`src/hw/ecc_macros.svh`:
```
`ifndef ECC_MACROS_SVH
`define ECC_MACROS_SVH

// data word width
`define ECC_DATA_W   86

// check bits, 7 hamming plus one overall
`define ECC_PARITY_W 8

// hamming position field
`define ECC_POS_W    7

`endif
```
`src/hw/ecc_pkg.sv`:
```
`include "ecc_macros.svh"

package ecc_pkg;

    // ~~~~~~~~~~~~~~~~~~~~
    // syndrome word
    // ~~~~~~~~~~~~~~~~~~~~
    typedef union packed {
        logic [`ECC_PARITY_W-1:0] raw;
        struct packed {
            logic                  overall;
            logic [`ECC_POS_W-1:0] pos;
        } split;
    } syndrome_t;

    // ~~~~~~~~~~~~~~~~~~~~
    // column table
    // ~~~~~~~~~~~~~~~~~~~~
    // data bit idx sits at the idx-th non power of two position from 3 up;
    // the top bit marks a position with an even count of ones
    function automatic logic [`ECC_PARITY_W-1:0] data_column(input int unsigned idx);
        int unsigned              cnt;
        logic [`ECC_POS_W-1:0]    p;
        logic [`ECC_PARITY_W-1:0] col;
        cnt = 0;
        p   = '0;
        col = '0;
        for (int unsigned pos = 3; pos < 2**`ECC_POS_W; pos++) begin
            if ((pos & (pos - 1)) != 0) begin  // skip check bit slots
                if (cnt == idx) begin
                    p   = pos[`ECC_POS_W-1:0];
                    col = {~(^p), p};
                end
                cnt++;
            end
        end
        return col;
    endfunction

endpackage

```
`src/hw/ecc_stage_if.sv`:
```
`include "ecc_macros.svh"

interface ecc_stage_if;
    import ecc_pkg::*;

    logic                     valid;
    logic                     ready;
    logic [`ECC_DATA_W-1:0]   data;
    logic [`ECC_PARITY_W-1:0] parity;    // freshly encoded check bits
    syndrome_t                syndrome;
    logic                     bypass;

    modport src (
        output valid, data, parity, syndrome, bypass,
        input  ready
    );

    modport dst (
        input  valid, data, parity, syndrome, bypass,
        output ready
    );

endinterface

```
`src/hw/ecc_86_top.sv`:
```
`include "ecc_macros.svh"

module ecc_86_top (
    input  logic                     clk,
    input  logic                     rst_n,
    input  logic                     in_valid,
    output logic                     in_ready,
    input  logic [`ECC_DATA_W-1:0]   data_in,
    input  logic [`ECC_PARITY_W-1:0] parity_in,
    input  logic                     bypass,
    output logic                     out_valid,
    input  logic                     out_ready,
    output logic [`ECC_DATA_W-1:0]   data_out,
    output logic [`ECC_PARITY_W-1:0] parity_out,
    output logic [`ECC_DATA_W-1:0]   mask,
    output logic                     sbit_err,
    output logic                     dbit_err
);

    ecc_stage_if stage_if ();

    // encode and syndrome
    ecc_syndrome_stage u_syndrome_stage (
        .clk       (clk),
        .rst_n     (rst_n),
        .in_valid  (in_valid),
        .in_ready  (in_ready),
        .data_in   (data_in),
        .parity_in (parity_in),
        .bypass    (bypass),
        .out       (stage_if.src)
    );

    // decode and correct
    ecc_correct_stage u_correct_stage (
        .clk        (clk),
        .rst_n      (rst_n),
        .in         (stage_if.dst),
        .out_valid  (out_valid),
        .out_ready  (out_ready),
        .data_out   (data_out),
        .parity_out (parity_out),
        .mask       (mask),
        .sbit_err   (sbit_err),
        .dbit_err   (dbit_err)
    );

endmodule

```
`src/hw/ecc_correct_stage.sv`:
```
`include "ecc_macros.svh"

module ecc_correct_stage (
    input  logic                     clk,
    input  logic                     rst_n,
    ecc_stage_if.dst                 in,
    output logic                     out_valid,
    input  logic                     out_ready,
    output logic [`ECC_DATA_W-1:0]   data_out,
    output logic [`ECC_PARITY_W-1:0] parity_out,
    output logic [`ECC_DATA_W-1:0]   mask,
    output logic                     sbit_err,
    output logic                     dbit_err
);

    logic [`ECC_DATA_W-1:0] dec_mask;
    logic                   dec_sbit;
    logic                   dec_dbit;
    logic [`ECC_DATA_W-1:0] use_mask;

    ecc_syndrome_decode u_decode (
        .syndrome (in.syndrome),
        .mask     (dec_mask),
        .sbit_err (dec_sbit),
        .dbit_err (dec_dbit)
    );

    assign use_mask = in.bypass ? '0 : dec_mask;  // bypass hides all errors
    assign in.ready = ~out_valid | out_ready;

    // ~~~~~~~~~~~~~~~~~~~~
    // output register
    // ~~~~~~~~~~~~~~~~~~~~
    always_ff @(posedge clk) begin
        if (!rst_n) begin
            out_valid <= 1'b0;
        end else if (in.ready) begin
            out_valid <= in.valid;
        end
    end

    always_ff @(posedge clk) begin
        if (in.valid && in.ready) begin
            data_out   <= in.data ^ use_mask;
            parity_out <= in.parity;
            mask       <= use_mask;
            sbit_err   <= dec_sbit & ~in.bypass;
            dbit_err   <= dec_dbit & ~in.bypass;
        end
    end

    // never more than one bit corrected per word
    a_mask_onehot0: assert property (@(posedge clk) disable iff (!rst_n)
        out_valid |-> $onehot0(mask));

endmodule

```
`src/hw/ecc_syndrome_decode.sv`:
```
`include "ecc_macros.svh"

module ecc_syndrome_decode (
    input  ecc_pkg::syndrome_t     syndrome,
    output logic [`ECC_DATA_W-1:0] mask,
    output logic                   sbit_err,
    output logic                   dbit_err
);
    import ecc_pkg::*;

    logic no_err;
    logic data_hit;
    logic check_hit;

    // a match on both fields points at exactly one data bit
    for (genvar i = 0; i < `ECC_DATA_W; i++) begin : g_col
        localparam logic [`ECC_PARITY_W-1:0] COL = data_column(i);
        assign mask[i] = (syndrome.split.pos == COL[`ECC_POS_W-1:0]) &&
                         (syndrome.split.overall == COL[`ECC_PARITY_W-1]);
    end

    assign no_err    = (syndrome.raw == '0);
    assign data_hit  = |mask;
    assign check_hit = $onehot(syndrome.raw);  // flipped check bit, data is fine

    assign sbit_err = data_hit | check_hit;
    assign dbit_err = ~no_err & ~data_hit & ~check_hit;

    // a flipped check bit never looks like a data column
    always_comb begin
        a_check_not_data: assert (!(data_hit && check_hit));
    end

endmodule

```
`src/hw/ecc_syndrome_stage.sv`:
```
`include "ecc_macros.svh"

module ecc_syndrome_stage (
    input  logic                     clk,
    input  logic                     rst_n,
    input  logic                     in_valid,
    output logic                     in_ready,
    input  logic [`ECC_DATA_W-1:0]   data_in,
    input  logic [`ECC_PARITY_W-1:0] parity_in,
    input  logic                     bypass,
    ecc_stage_if.src                 out
);
    import ecc_pkg::*;

    logic [`ECC_PARITY_W-1:0] fresh_parity;
    syndrome_t                syndrome;

    ecc_parity_gen u_parity_gen (
        .data   (data_in),
        .parity (fresh_parity)
    );

    assign syndrome = syndrome_t'(parity_in ^ fresh_parity);

    // free slot, or the word leaves this cycle
    assign in_ready = ~out.valid | out.ready;

    // ~~~~~~~~~~~~~~~~~~~~
    // stage register
    // ~~~~~~~~~~~~~~~~~~~~
    always_ff @(posedge clk) begin
        if (!rst_n) begin
            out.valid <= 1'b0;
        end else if (in_ready) begin
            out.valid <= in_valid;
        end
    end

    always_ff @(posedge clk) begin
        if (in_valid && in_ready) begin
            out.data     <= data_in;
            out.parity   <= fresh_parity;
            out.syndrome <= syndrome;
            out.bypass   <= bypass;
        end
    end

    // stalled word must not change until taken
    a_hold_on_stall: assert property (@(posedge clk) disable iff (!rst_n)
        out.valid && !out.ready |=>
            out.valid && $stable({out.data, out.parity, out.syndrome, out.bypass}));

endmodule

```
`src/hw/ecc_parity_gen.sv`:
```
`include "ecc_macros.svh"

module ecc_parity_gen (
    input  logic [`ECC_DATA_W-1:0]   data,
    output logic [`ECC_PARITY_W-1:0] parity
);
    import ecc_pkg::*;

    // one xor tree per check bit
    for (genvar j = 0; j < `ECC_PARITY_W; j++) begin : g_check
        logic [`ECC_DATA_W-1:0] sel_bits;

        for (genvar i = 0; i < `ECC_DATA_W; i++) begin : g_term
            localparam logic [`ECC_PARITY_W-1:0] COL = data_column(i);
            assign sel_bits[i] = data[i] & COL[j];  // const, folds away
        end

        assign parity[j] = ^sel_bits;
    end

endmodule

```
`config.mk`:
```
export PLATFORM = sky130hd
export DESIGN_NAME = ecc_86_top
export DESIGN_NICKNAME = d
export VERILOG_FILES = /design/src/hw/ecc_pkg.sv /design/src/hw/ecc_stage_if.sv /design/src/hw/ecc_86_top.sv /design/src/hw/ecc_correct_stage.sv /design/src/hw/ecc_syndrome_decode.sv /design/src/hw/ecc_syndrome_stage.sv /design/src/hw/ecc_parity_gen.sv
export VERILOG_INCLUDE_DIRS = /design/src /design/src/hw
export SDC_FILE = /design/constraint.sdc
export NUM_CORES = 1
export LEC_CHECK = 0
export CORE_ASPECT_RATIO = 1.1
export CORE_MARGIN = 3
export CORE_UTILIZATION = 61
export CTS_CLUSTER_DIAMETER = 60
export DETAILED_ROUTE_END_ITERATION = 8
export DONT_BUFFER_PORTS = 1
export PLACE_DENSITY = 0.81
export SETUP_SLACK_MARGIN = 0.4
export SLEW_MARGIN = 20
export SYNTH_ARGS = -nofsm -noshare
export SYNTH_HDL_FRONTEND = slang
export SYNTH_HIERARCHICAL = 1
export SYNTH_SLANG_ARGS = --single-unit
```
`constraint.sdc`:
```
create_clock -name clk -period 9.2 [get_ports clk]
set_clock_uncertainty 0.05 [all_clocks]
set_input_delay 1.84 -clock clk [delete_from_list [all_inputs] [get_ports clk]]
set_output_delay 1.84 -clock clk [all_outputs]
set_load 0.05 [all_outputs]
```
### Word level (Yosys, flattened, before mapping)

Index checks and enable logic that the tools add are counted.
Widths: inputs -> output; s select.

* bits in registers: 287
* output and inout port bits: 184
* word-level logic and storage cells: 220

* muxes and demuxes: 1
* add/subtract/negate cells: 7
* reduce and logical (&&, ||, !) cells: 98
* bitwise gates (word level): 16
* equal/unequal tests: 87

Operators by type and width (number)
* $reduce_xor 86->1: 8
* $eq 7x6->1 const B: 31
* $eq 7x7->1 const B: 29
* $eq 7x5->1 const B: 15
* $logic_and 1x1->1: 88
* $mux 86: 1
* $reduce_or 86->1: 1
* $xor 86x86->86: 1
* $eq 7x4->1 const B: 7
* $eq 7x3->1 const B: 3
* $add 4x4->4: 3
* $add 1x1->2: 4
* $logic_not 8->1: 1
* $xor 8x8->8: 1
* $eq 7x2->1 const B: 1
* $not 1->1: 7
* $and 1x1->1: 4
* $eq 4x1->1 const B: 1
* $or 1x1->1: 3

### Longest topological paths before layout

Gate-level depths: netlist of run 1.

* depth after elaboration: 7
* depth in mapped cells: 15
* gate-level depth less buffers: 15

### Modules after synthesis

Netlist of run 1, hierarchy kept.

Modules (own cells, without submodules)
* ecc_correct_stage: times used 1, area an instance 6945.4 um^2, sequential area each 5485.3 um^2, cells an instance 370
* ecc_syndrome_stage: times used 1, area an instance 3220.6 um^2, sequential area each 3113.0 um^2, cells an instance 116
* ecc_parity_gen: times used 1, area an instance 1685.4 um^2, sequential area each 0.0 um^2, cells an instance 164
* ecc_syndrome_decode: times used 1, area an instance 1431.4 um^2, sequential area each 0.0 um^2, cells an instance 260

### Worst setup path before layout of run 1

No wires, ideal clock.

* path kind: input to register
* start point: input port out_ready
* end point: register u_correct_stage.data_out[0] (enable)
* data arrival time: 6.139 ns
* buffers on the path: 0
* data required time: 8.585 ns
* slack: 2.447 ns
* stages: 2
* cell sequence: nand2b_1 -> and2_1

* longest elaborated chain between the ends: 2

Ends and longest elaborated chain
* start: declaration: RTL line ecc_86_top.sv:12 `input logic out_ready,`
* $or 1x1->1: RTL line ecc_correct_stage.sv:29 `assign in.ready = ~out_valid | out_ready;`
* $logic_and 1x1->1: RTL line ecc_correct_stage.sv:43 `if (in.valid && in.ready) begin`
* end signal: assignment: RTL line ecc_correct_stage.sv:44 `data_out <= in.data ^ use_mask;`
* end: declaration: RTL line ecc_correct_stage.sv:9 `` output logic [`ECC_DATA_W-1:0] data_out, ``

No other way between the ends.
A chain may end at the register's enable or synchronous reset.

### Final worst setup path of run 1

* start point: register u_syndrome_stage.out.syndrome[7]
* end point: register u_correct_stage.sbit_err (data pin)

* longest elaborated chain between the ends: 6
* elaborated cells on any way between the ends: 94
* those cells by class: add/sub: 3; eq/ne: 1; bitwise: 3; reduce/logical: 87

Ends and longest elaborated chain
* start: declaration: RTL line ecc_stage_if.sv:14 `output valid, data, parity, syndrome, bypass,`
* $add 1x1->2 (not written as such): RTL line ecc_syndrome_decode.sv:24 `assign check_hit = $onehot(syndrome.raw);`
* $add 4x4->4 (not written as such) (2 in series): RTL line ecc_syndrome_decode.sv:24
* $eq 4x1->1: RTL line ecc_syndrome_decode.sv:24
* $or 1x1->1 *: RTL line ecc_syndrome_decode.sv:26 `assign sbit_err = data_hit | check_hit;`
* net u_correct_stage.dec_sbit: RTL line ecc_correct_stage.sv:17 `logic dec_sbit;`
* $and 1x1->1 *: RTL line ecc_correct_stage.sv:47 `sbit_err <= dec_sbit & ~in.bypass;`
* end signal: assignment: RTL line ecc_correct_stage.sv:47
* end: declaration: RTL line ecc_correct_stage.sv:12 `output logic sbit_err,`

The timed path passes the listed nets; every way through them passes the cells marked *.

==> impl_metrics.ini, run 1 <==
[clock_tree]
cts_buffers = 28
cts.clk_slew.worst_paths_ps = 60
root_buffer = clkbuf_16
post_cts_buffers = 0
ctsResizeCount = 0
clkLatencyLatePin_ps = 540
cts_sinks = 287
cts_tree = yes
h-tree-depth = 1
clockBufferDepth = 3
cts_hold_buf = 0

[floorplan]
start_util_pct = 62.15
core_area_um2 = 21370
ioPinCount = 283
die_x_um = 146.7
die_y_um = 160.8
rows = 56
die_area_um2 = 23580

[global_routing]
grt_max_degree = 89
antenna_found_initial = 0
grt_overflow = 0
grt_pass1_wl_um = 47920
grtUsageTotal_pct = 27.42
grt_pass1_vias = 7222

[sta]
slew_viol_final = 0
finalSetupTns_ps = 0
slew_headroom_pct = 32.64
min_period_over_period_pct = 45.29
hold_violations = 0
finalSetupViolations = 0
fmax_ghz = 0.2400
rsz0062_at_grt = false
worst_pin_slew_ps = 1010
finalCriticalPeriod_ps = 4167

[cells_and_area]
layout_common_cells = edfxtp_1 (285), xor2_1 (125), xnor2_1 (115)
final_cells = 1227
final_layout_size_suffix_gt1_share_pct = 8.218
areaGrowthSynthToFinish_pct = 9.410
final_nets = 1033
final_common_cell = edfxtp_1
diodes = 0

[place]
io_buffers = 0
dpl.cell_count = 1175
hpwl_um = 24280
place.gp.congestion = 0.9630

[routing]
wl_met2_um = 16350
vias = 7236
drt_iter0_drc = 651
top_layer = met4
vias_per_cell = 5.897
routed_wl_um = 33240
drc = 0
m1WireLength_um = 12340
met3_length_um = 3392
wl_per_cell_um = 27.09
ant_nets = 0
first_pass_iters = 5

[job]
drv_cap = 0

[outcome]
outcome = complete, no violations

[critical_path]
crit_arrival_ps = 4370
cp_max_fo = 37
r2r_setup_slack_ps = 5030
r2r_end = u_correct_stage/sbit_err
required_ps = 9400
worst_setup_path_end_kind = flop
reg2reg_from = u_syndrome_stage/out.syndrome[7]
critPathKind = reg -> reg
reg2reg_depth = 13
worstSetupStartpointType = flop

[synthesis]
synth_flop_cell = edfxtp_1
yosysSeqAreaShare_pct = 64.73
synth_cells = 910
synth_edf_count = 285
syn_area_um2 = 13280
avgSynthCellArea_um2 = 14.60
async_reset_ff_share_pct = 0
synth.distinct_cells = 53
ys_ff_latch = 287
synth_fp_nets = 1028
yosysWarnings = 6

[worst_hold_path]
hold_depth = 0
holdCritPathClass = reg -> reg
holdPathEnd = u_correct_stage/parity_out[3]
worstHoldStart = u_syndrome_stage/out.parity[3]

[power]
total_power_mw = 4.302
p_per_area_nw_per_um2 = 296.0
irDropWorstVdd_uv = 234.3
p_leak_nw = 5.169
per-layer routing:
layer / GRT usage [%] / vias up
met5: 0 / -
met4: 9.025 / 0
met3: 7.195 / 76
met2: 45.32 / 427
met1: 35.78 / 3568
li1: - / 3165
logic make-up after synthesis:
family | Yosys count | share of synthesized area [%]
AOI/OAI and AO/OA | 31 | 1.611
xor gates and xnor gates | 258 | 18.89
adders and majority gates | 19 | 2.016
buffers and inverters | 49 | 1.620
DFF | 287 | 64.73
muxes | 2 | 0.1507
and+or+nand+nor | 264 | 10.98
how the worst max path moves through the flow:
| stage | endpoint | from |
|---|---|---|
| 3_5_place_dp | in_ready | out_ready |
| 6_report | u_correct_stage/sbit_err | u_syndrome_stage/out.syndrome[7] |
| 5_1_grt | u_correct_stage/sbit_err | u_syndrome_stage/out.syndrome[7] |
| 3_3_place_gp | in_ready | out_ready |
| 4_1_cts | in_ready | out_ready |
| 2_1_floorplan | u_correct_stage/data_out[0] | out_ready |
synthesized netlist by cell type (all sizes together) (3+ instances only):
library cell,number,area share (%)
nand3,16,0.60
buf,10,0.52
edfxtp,285,64
and2b,30,1.7
nor4,10,0.52
a221oi,3,0.20
a21boi,3,0.20
xnor2,115,7.6
nor2,70,2.0
xnor3,17,2.9
xor2,125,8.2
and4,3,0.22
nand2,41,1.2
o21ai,3,0.11
a21oi,10,0.38
inv,19,0.54
nor3b,3,0.17
nor2b,61,3.3
nor3,18,0.68
fa,4,0.60
clkbuf,20,0.57
ha,15,1.4
critical path: stages (launching register included):
cell      delay [ps]
edfxtp_1         340
buf_4            380
inv_1            360
ha_1             410
fa_1             460
inv_1            110
fa_1             410
nand4_1           90
o31ai_1           60
or3_1            340
a311oi_1         270
nand4_1          140
or3_1            320
nor2b_1          130
area by class of cell:
cell class                 instances  area (um2)
inverter                          19       71.32
tap                              290       362.8
fill                            1478        6838
multi-input combinational        574        4472
clock buffer                      30       729.5
timing repair buffer               5       37.54
clock inverter                    22       261.5
sequential                       287        8598
power by group:
part / leakage (nW) / switching (mW) / internal [mW]
clock network: 0.492 / 0.473 / 0.741
logic: 2.00 / 0.741 / 0.474
registers: 2.68 / 0.244 / 1.63
total: 5.17 / 1.46 / 2.84
per-stage QoR:
step                area [um2]  hold slack (ps)  util [%]  worst slack [ps]
floorplan                13280            350.3         -              2447
global placement         13540            356.0     63.37              5071
detailed placement       13540            354.5     63.37              5046
CTS                      14530            385.9     68.00              5046
global route             14530            398.0     68.00              4865
finish                   14530            382.4     68.00              5033
sequential cells by signal, indices dropped and copies added (netlist names):
register	flops
u_correct_stage/parity_out	8
u_syndrome_stage/out.bypass	1
u_syndrome_stage/out.syndrome	8
u_correct_stage/data_out	86
u_correct_stage/out_valid	1
u_syndrome_stage/out.valid	1
u_syndrome_stage/out.parity	8
u_correct_stage/mask	86
u_syndrome_stage/out.data	86
u_correct_stage/sbit_err	1
u_correct_stage/dbit_err	1
(Power assumes the default switching activity.)
==> inputs of run 2 (changes only) <==
ABC_AREA = 1   (was default)
clock period = 4.3 ns   (was 9.2 ns; I/O delays follow)
==> run 2 against run 1 <==
Maximum frequency grew 28%. Highest routed layer unchanged. Register-to-register slack lost 4000 ps. Critical endpoint unchanged. Clock power grew 110%.
==> impl_metrics.ini, run 2 <==
[outcome]
outcome = complete, no violations

[sta]
min_period_over_period_pct = 75.44
finalSetupViolations = 0
setup_ws_ps = 1056
fmax_ghz = 0.3083
slew_headroom_pct = 55.46
rsz0062_at_grt = false
hold_violations = 0
worst_pin_slew_ps = 668.0
finalCriticalPeriod_ps = 3244
holdWs_ps = 350.2
slew_viol_final = 0

[synthesis]
synthTopCellsByCount = nand2_1 (892), inv_1 (312), edfxtp_1 (285)
synth_top_area_cell = edfxtp_1
synth_top_area_share_pct = 50.69
synthTopCellsByArea = edfxtp_1 (51%), nand2_1 (20%), inv_1 (6.9%)
ys_ff_latch = 287
synth_fp_nets = 2230
synth_edf_count = 285
synth.distinct_cells = 34
avgSynthCellArea_um2 = 7.994
syn_area_um2 = 16880
yosysSeqAreaShare_pct = 50.93
yosysWarnings = 6
yosysMostFrequentCell = nand2_1
async_reset_ff_share_pct = 0
synth_flop_cell = edfxtp_1
synth_cells = 2112

[routing]
first_pass_iters = 6
ant_nets = 0
drt_iter0_drc = 1409
routed_wl_um = 46040
vias = 13480
wl_per_cell_um = 18.56
drc = 0
vias_per_cell = 5.435

[critical_path]
required_ps = 4530
cpLargestDelayFamily = adder cells
max_stage_delay_ps = 770
crit_arrival_ps = 3470
crit_path_cell_trace = inv_2 -> ha_1 -> fa_1 -> inv_1 -> fa_1 -> nand3_1 -> o21a_1 -> nand2_1 -> nor2_1 -> nand3_1 -> inv_1 -> nor2_1
crit_start = u_syndrome_stage/out.syndrome[7]
worst_setup_path_end_kind = flop
worstSetupStartpointType = flop
critPathBufInv = 3
cp_max_fo = 20
critPathKind = reg -> reg
crit_slowest_cell = edfxtp_1
reg2reg_from = u_syndrome_stage/out.syndrome[7]

[cells_and_area]
layout_common_cells = nand2_1 (892), inv_1 (311), edfxtp_1 (285)
final_common_cell = nand2_1
areaGrowthSynthToFinish_pct = 7.182
final_layout_size_suffix_gt1_share_pct = 5.087
reg.largest.list = u_correct_stage/data_out x86, u_correct_stage/mask x86, u_syndrome_stage/out.data x86
n_fill_cell = 2189
diodes = 0
finalInstanceArea_um2 = 18090
final_nets = 2218
finish.utilization_pct = 66.73

[global_routing]
grt_pass1_vias = 12750
grt_pass1_wl_um = 69810
grt_max_degree = 95
grt_overflow = 0
antenna_found_initial = 0
grtUsageTotal_pct = 30.48

[clock_tree]
ctsResizeCount = 0
cts_sinks = 287
cts.clk_slew.worst_paths_ps = 70
cts_hold_buf = 0
cts_buffers = 30
clockBufferDepth = 3
root_buffer = clkbuf_16
clkLatencyLatePin_ps = 550
cts_tree = yes
post_cts_buffers = 0
h-tree-depth = 1

[job]
drv_cap = 0

[power]
total_power_mw = 8.032
switching_share_pct = 32.78
power_switching_mw = 2.633
p_per_area_nw_per_um2 = 443.9
seqPwrFrac_pct = 46.2
internal_power_mw = 5.400
p_leak_nw = 8.311
irDropWorstVdd_uv = 297.1
clockPowerShare_pct = 31.9
combinationalPowerShare_pct = 21.9

[floorplan]
start_util_pct = 62.26
die_y_um = 180.5
core_area_um2 = 27120
rows = 63
ioPinCount = 283
die_x_um = 164.6
die_area_um2 = 29710

[place]
place_area_um2 = 17120
place.gp.congestion = 0.9180
hpwl_um = 34800
io_buffers = 0
dp_worst_setup_slack_ps = 1086

[worst_hold_path]
worstHoldStart = data_in[27]
holdCritPathClass = in -> reg
-- run 2: cell count changes after synthesis, moves of 18 or more --
cell | before | now
nor2_4 | 0 | 18
nor2_1 | 70 | 221
and2b_1 | 30 | 0
xor2_1 | 125 | 56
nor2b_2 | 18 | 0
buf_2 | 4 | 22
inv_1 | 18 | 312
nor2b_1 | 42 | 0
nand3_1 | 16 | 142
xnor2_1 | 115 | 57
nand2_1 | 41 | 892
-- run 2: cell families after synthesis --
logic type | synth area share (%)
AND/OR/NAND/NOR | 31.05
flip-flops | 50.93
adder cells (fa/ha/maj) | 1.586
AO/OA/AOI/OAI | 0.5855
buffers and inverters | 9.316
XOR/XNOR | 6.537
-- run 2: power by group through the flow --
| stage | Sequential [mW] | Combinational [mW] | Clock (mW) |
|---|---|---|---|
| after floorplan | 3.72 | 1.38 | 0 |
| final | 3.71 | 1.76 | 2.56 |
| after global routing | 3.73 | 1.96 | 2.71 |
| after global placement | 3.76 | 1.68 | 0 |
| after detailed placement | 3.77 | 1.72 | 0 |
| after CTS | 3.71 | 1.73 | 2.60 |
-- run 2: layout make-up --
type / count / area [um2] / area share [%]
Clock buffer: 36 / 794.5 / 4.391
Clock inverter: 19 / 182.7 / 1.010
Inverter: 324 / 1229 / 6.790
Multi-Input combinational cell: 1449 / 6734 / 37.21
Sequential cell: 287 / 8598 / 47.52
Tap cell: 357 / 446.7 / 2.469
Timing Repair Buffer: 8 / 110.1 / 0.6085
-- run 2: layer usage --
metal	GRT usage, %	vias to the layer above	share of wire (%)
li1	-	6460	-
met2	51.80	675	49
met1	37.55	6251	37
met3	8.759	93	11
met5	0	-	0
met4	9.430	0	3.3
-- run 2: metrics by stage --
step	setup TNS (ps)	instances
after floorplan	-9430	2112
after global placement	0	2425
after detailed placement	0	2425
after CTS	0	2480
after global routing	0	2480
final	0	2480
-- run 2: final timing paths --
| kind | end | slack, ps | depth (start not counted) |
|---|---|---|---|
| worst max-delay path | u_correct_stage/sbit_err | 1060 | 12 |
| worst min-delay path | u_syndrome_stage/out.data[27] | 350 | 0 |
| worst max register to register | u_correct_stage/sbit_err | 1060 | 12 |
| worst min register to register | u_correct_stage/parity_out[7] | 370 | 0 |
-- run 2: worst register-to-register path, stage by stage, from the launching register on --
cell and delay (ps):
edfxtp_1 770, inv_2 290, ha_1 380, fa_1 450, inv_1 90, fa_1 380, nand3_1 90, o21a_1 120
nand2_1 50, nor2_1 100, nand3_1 100, inv_1 70, nor2_1 40
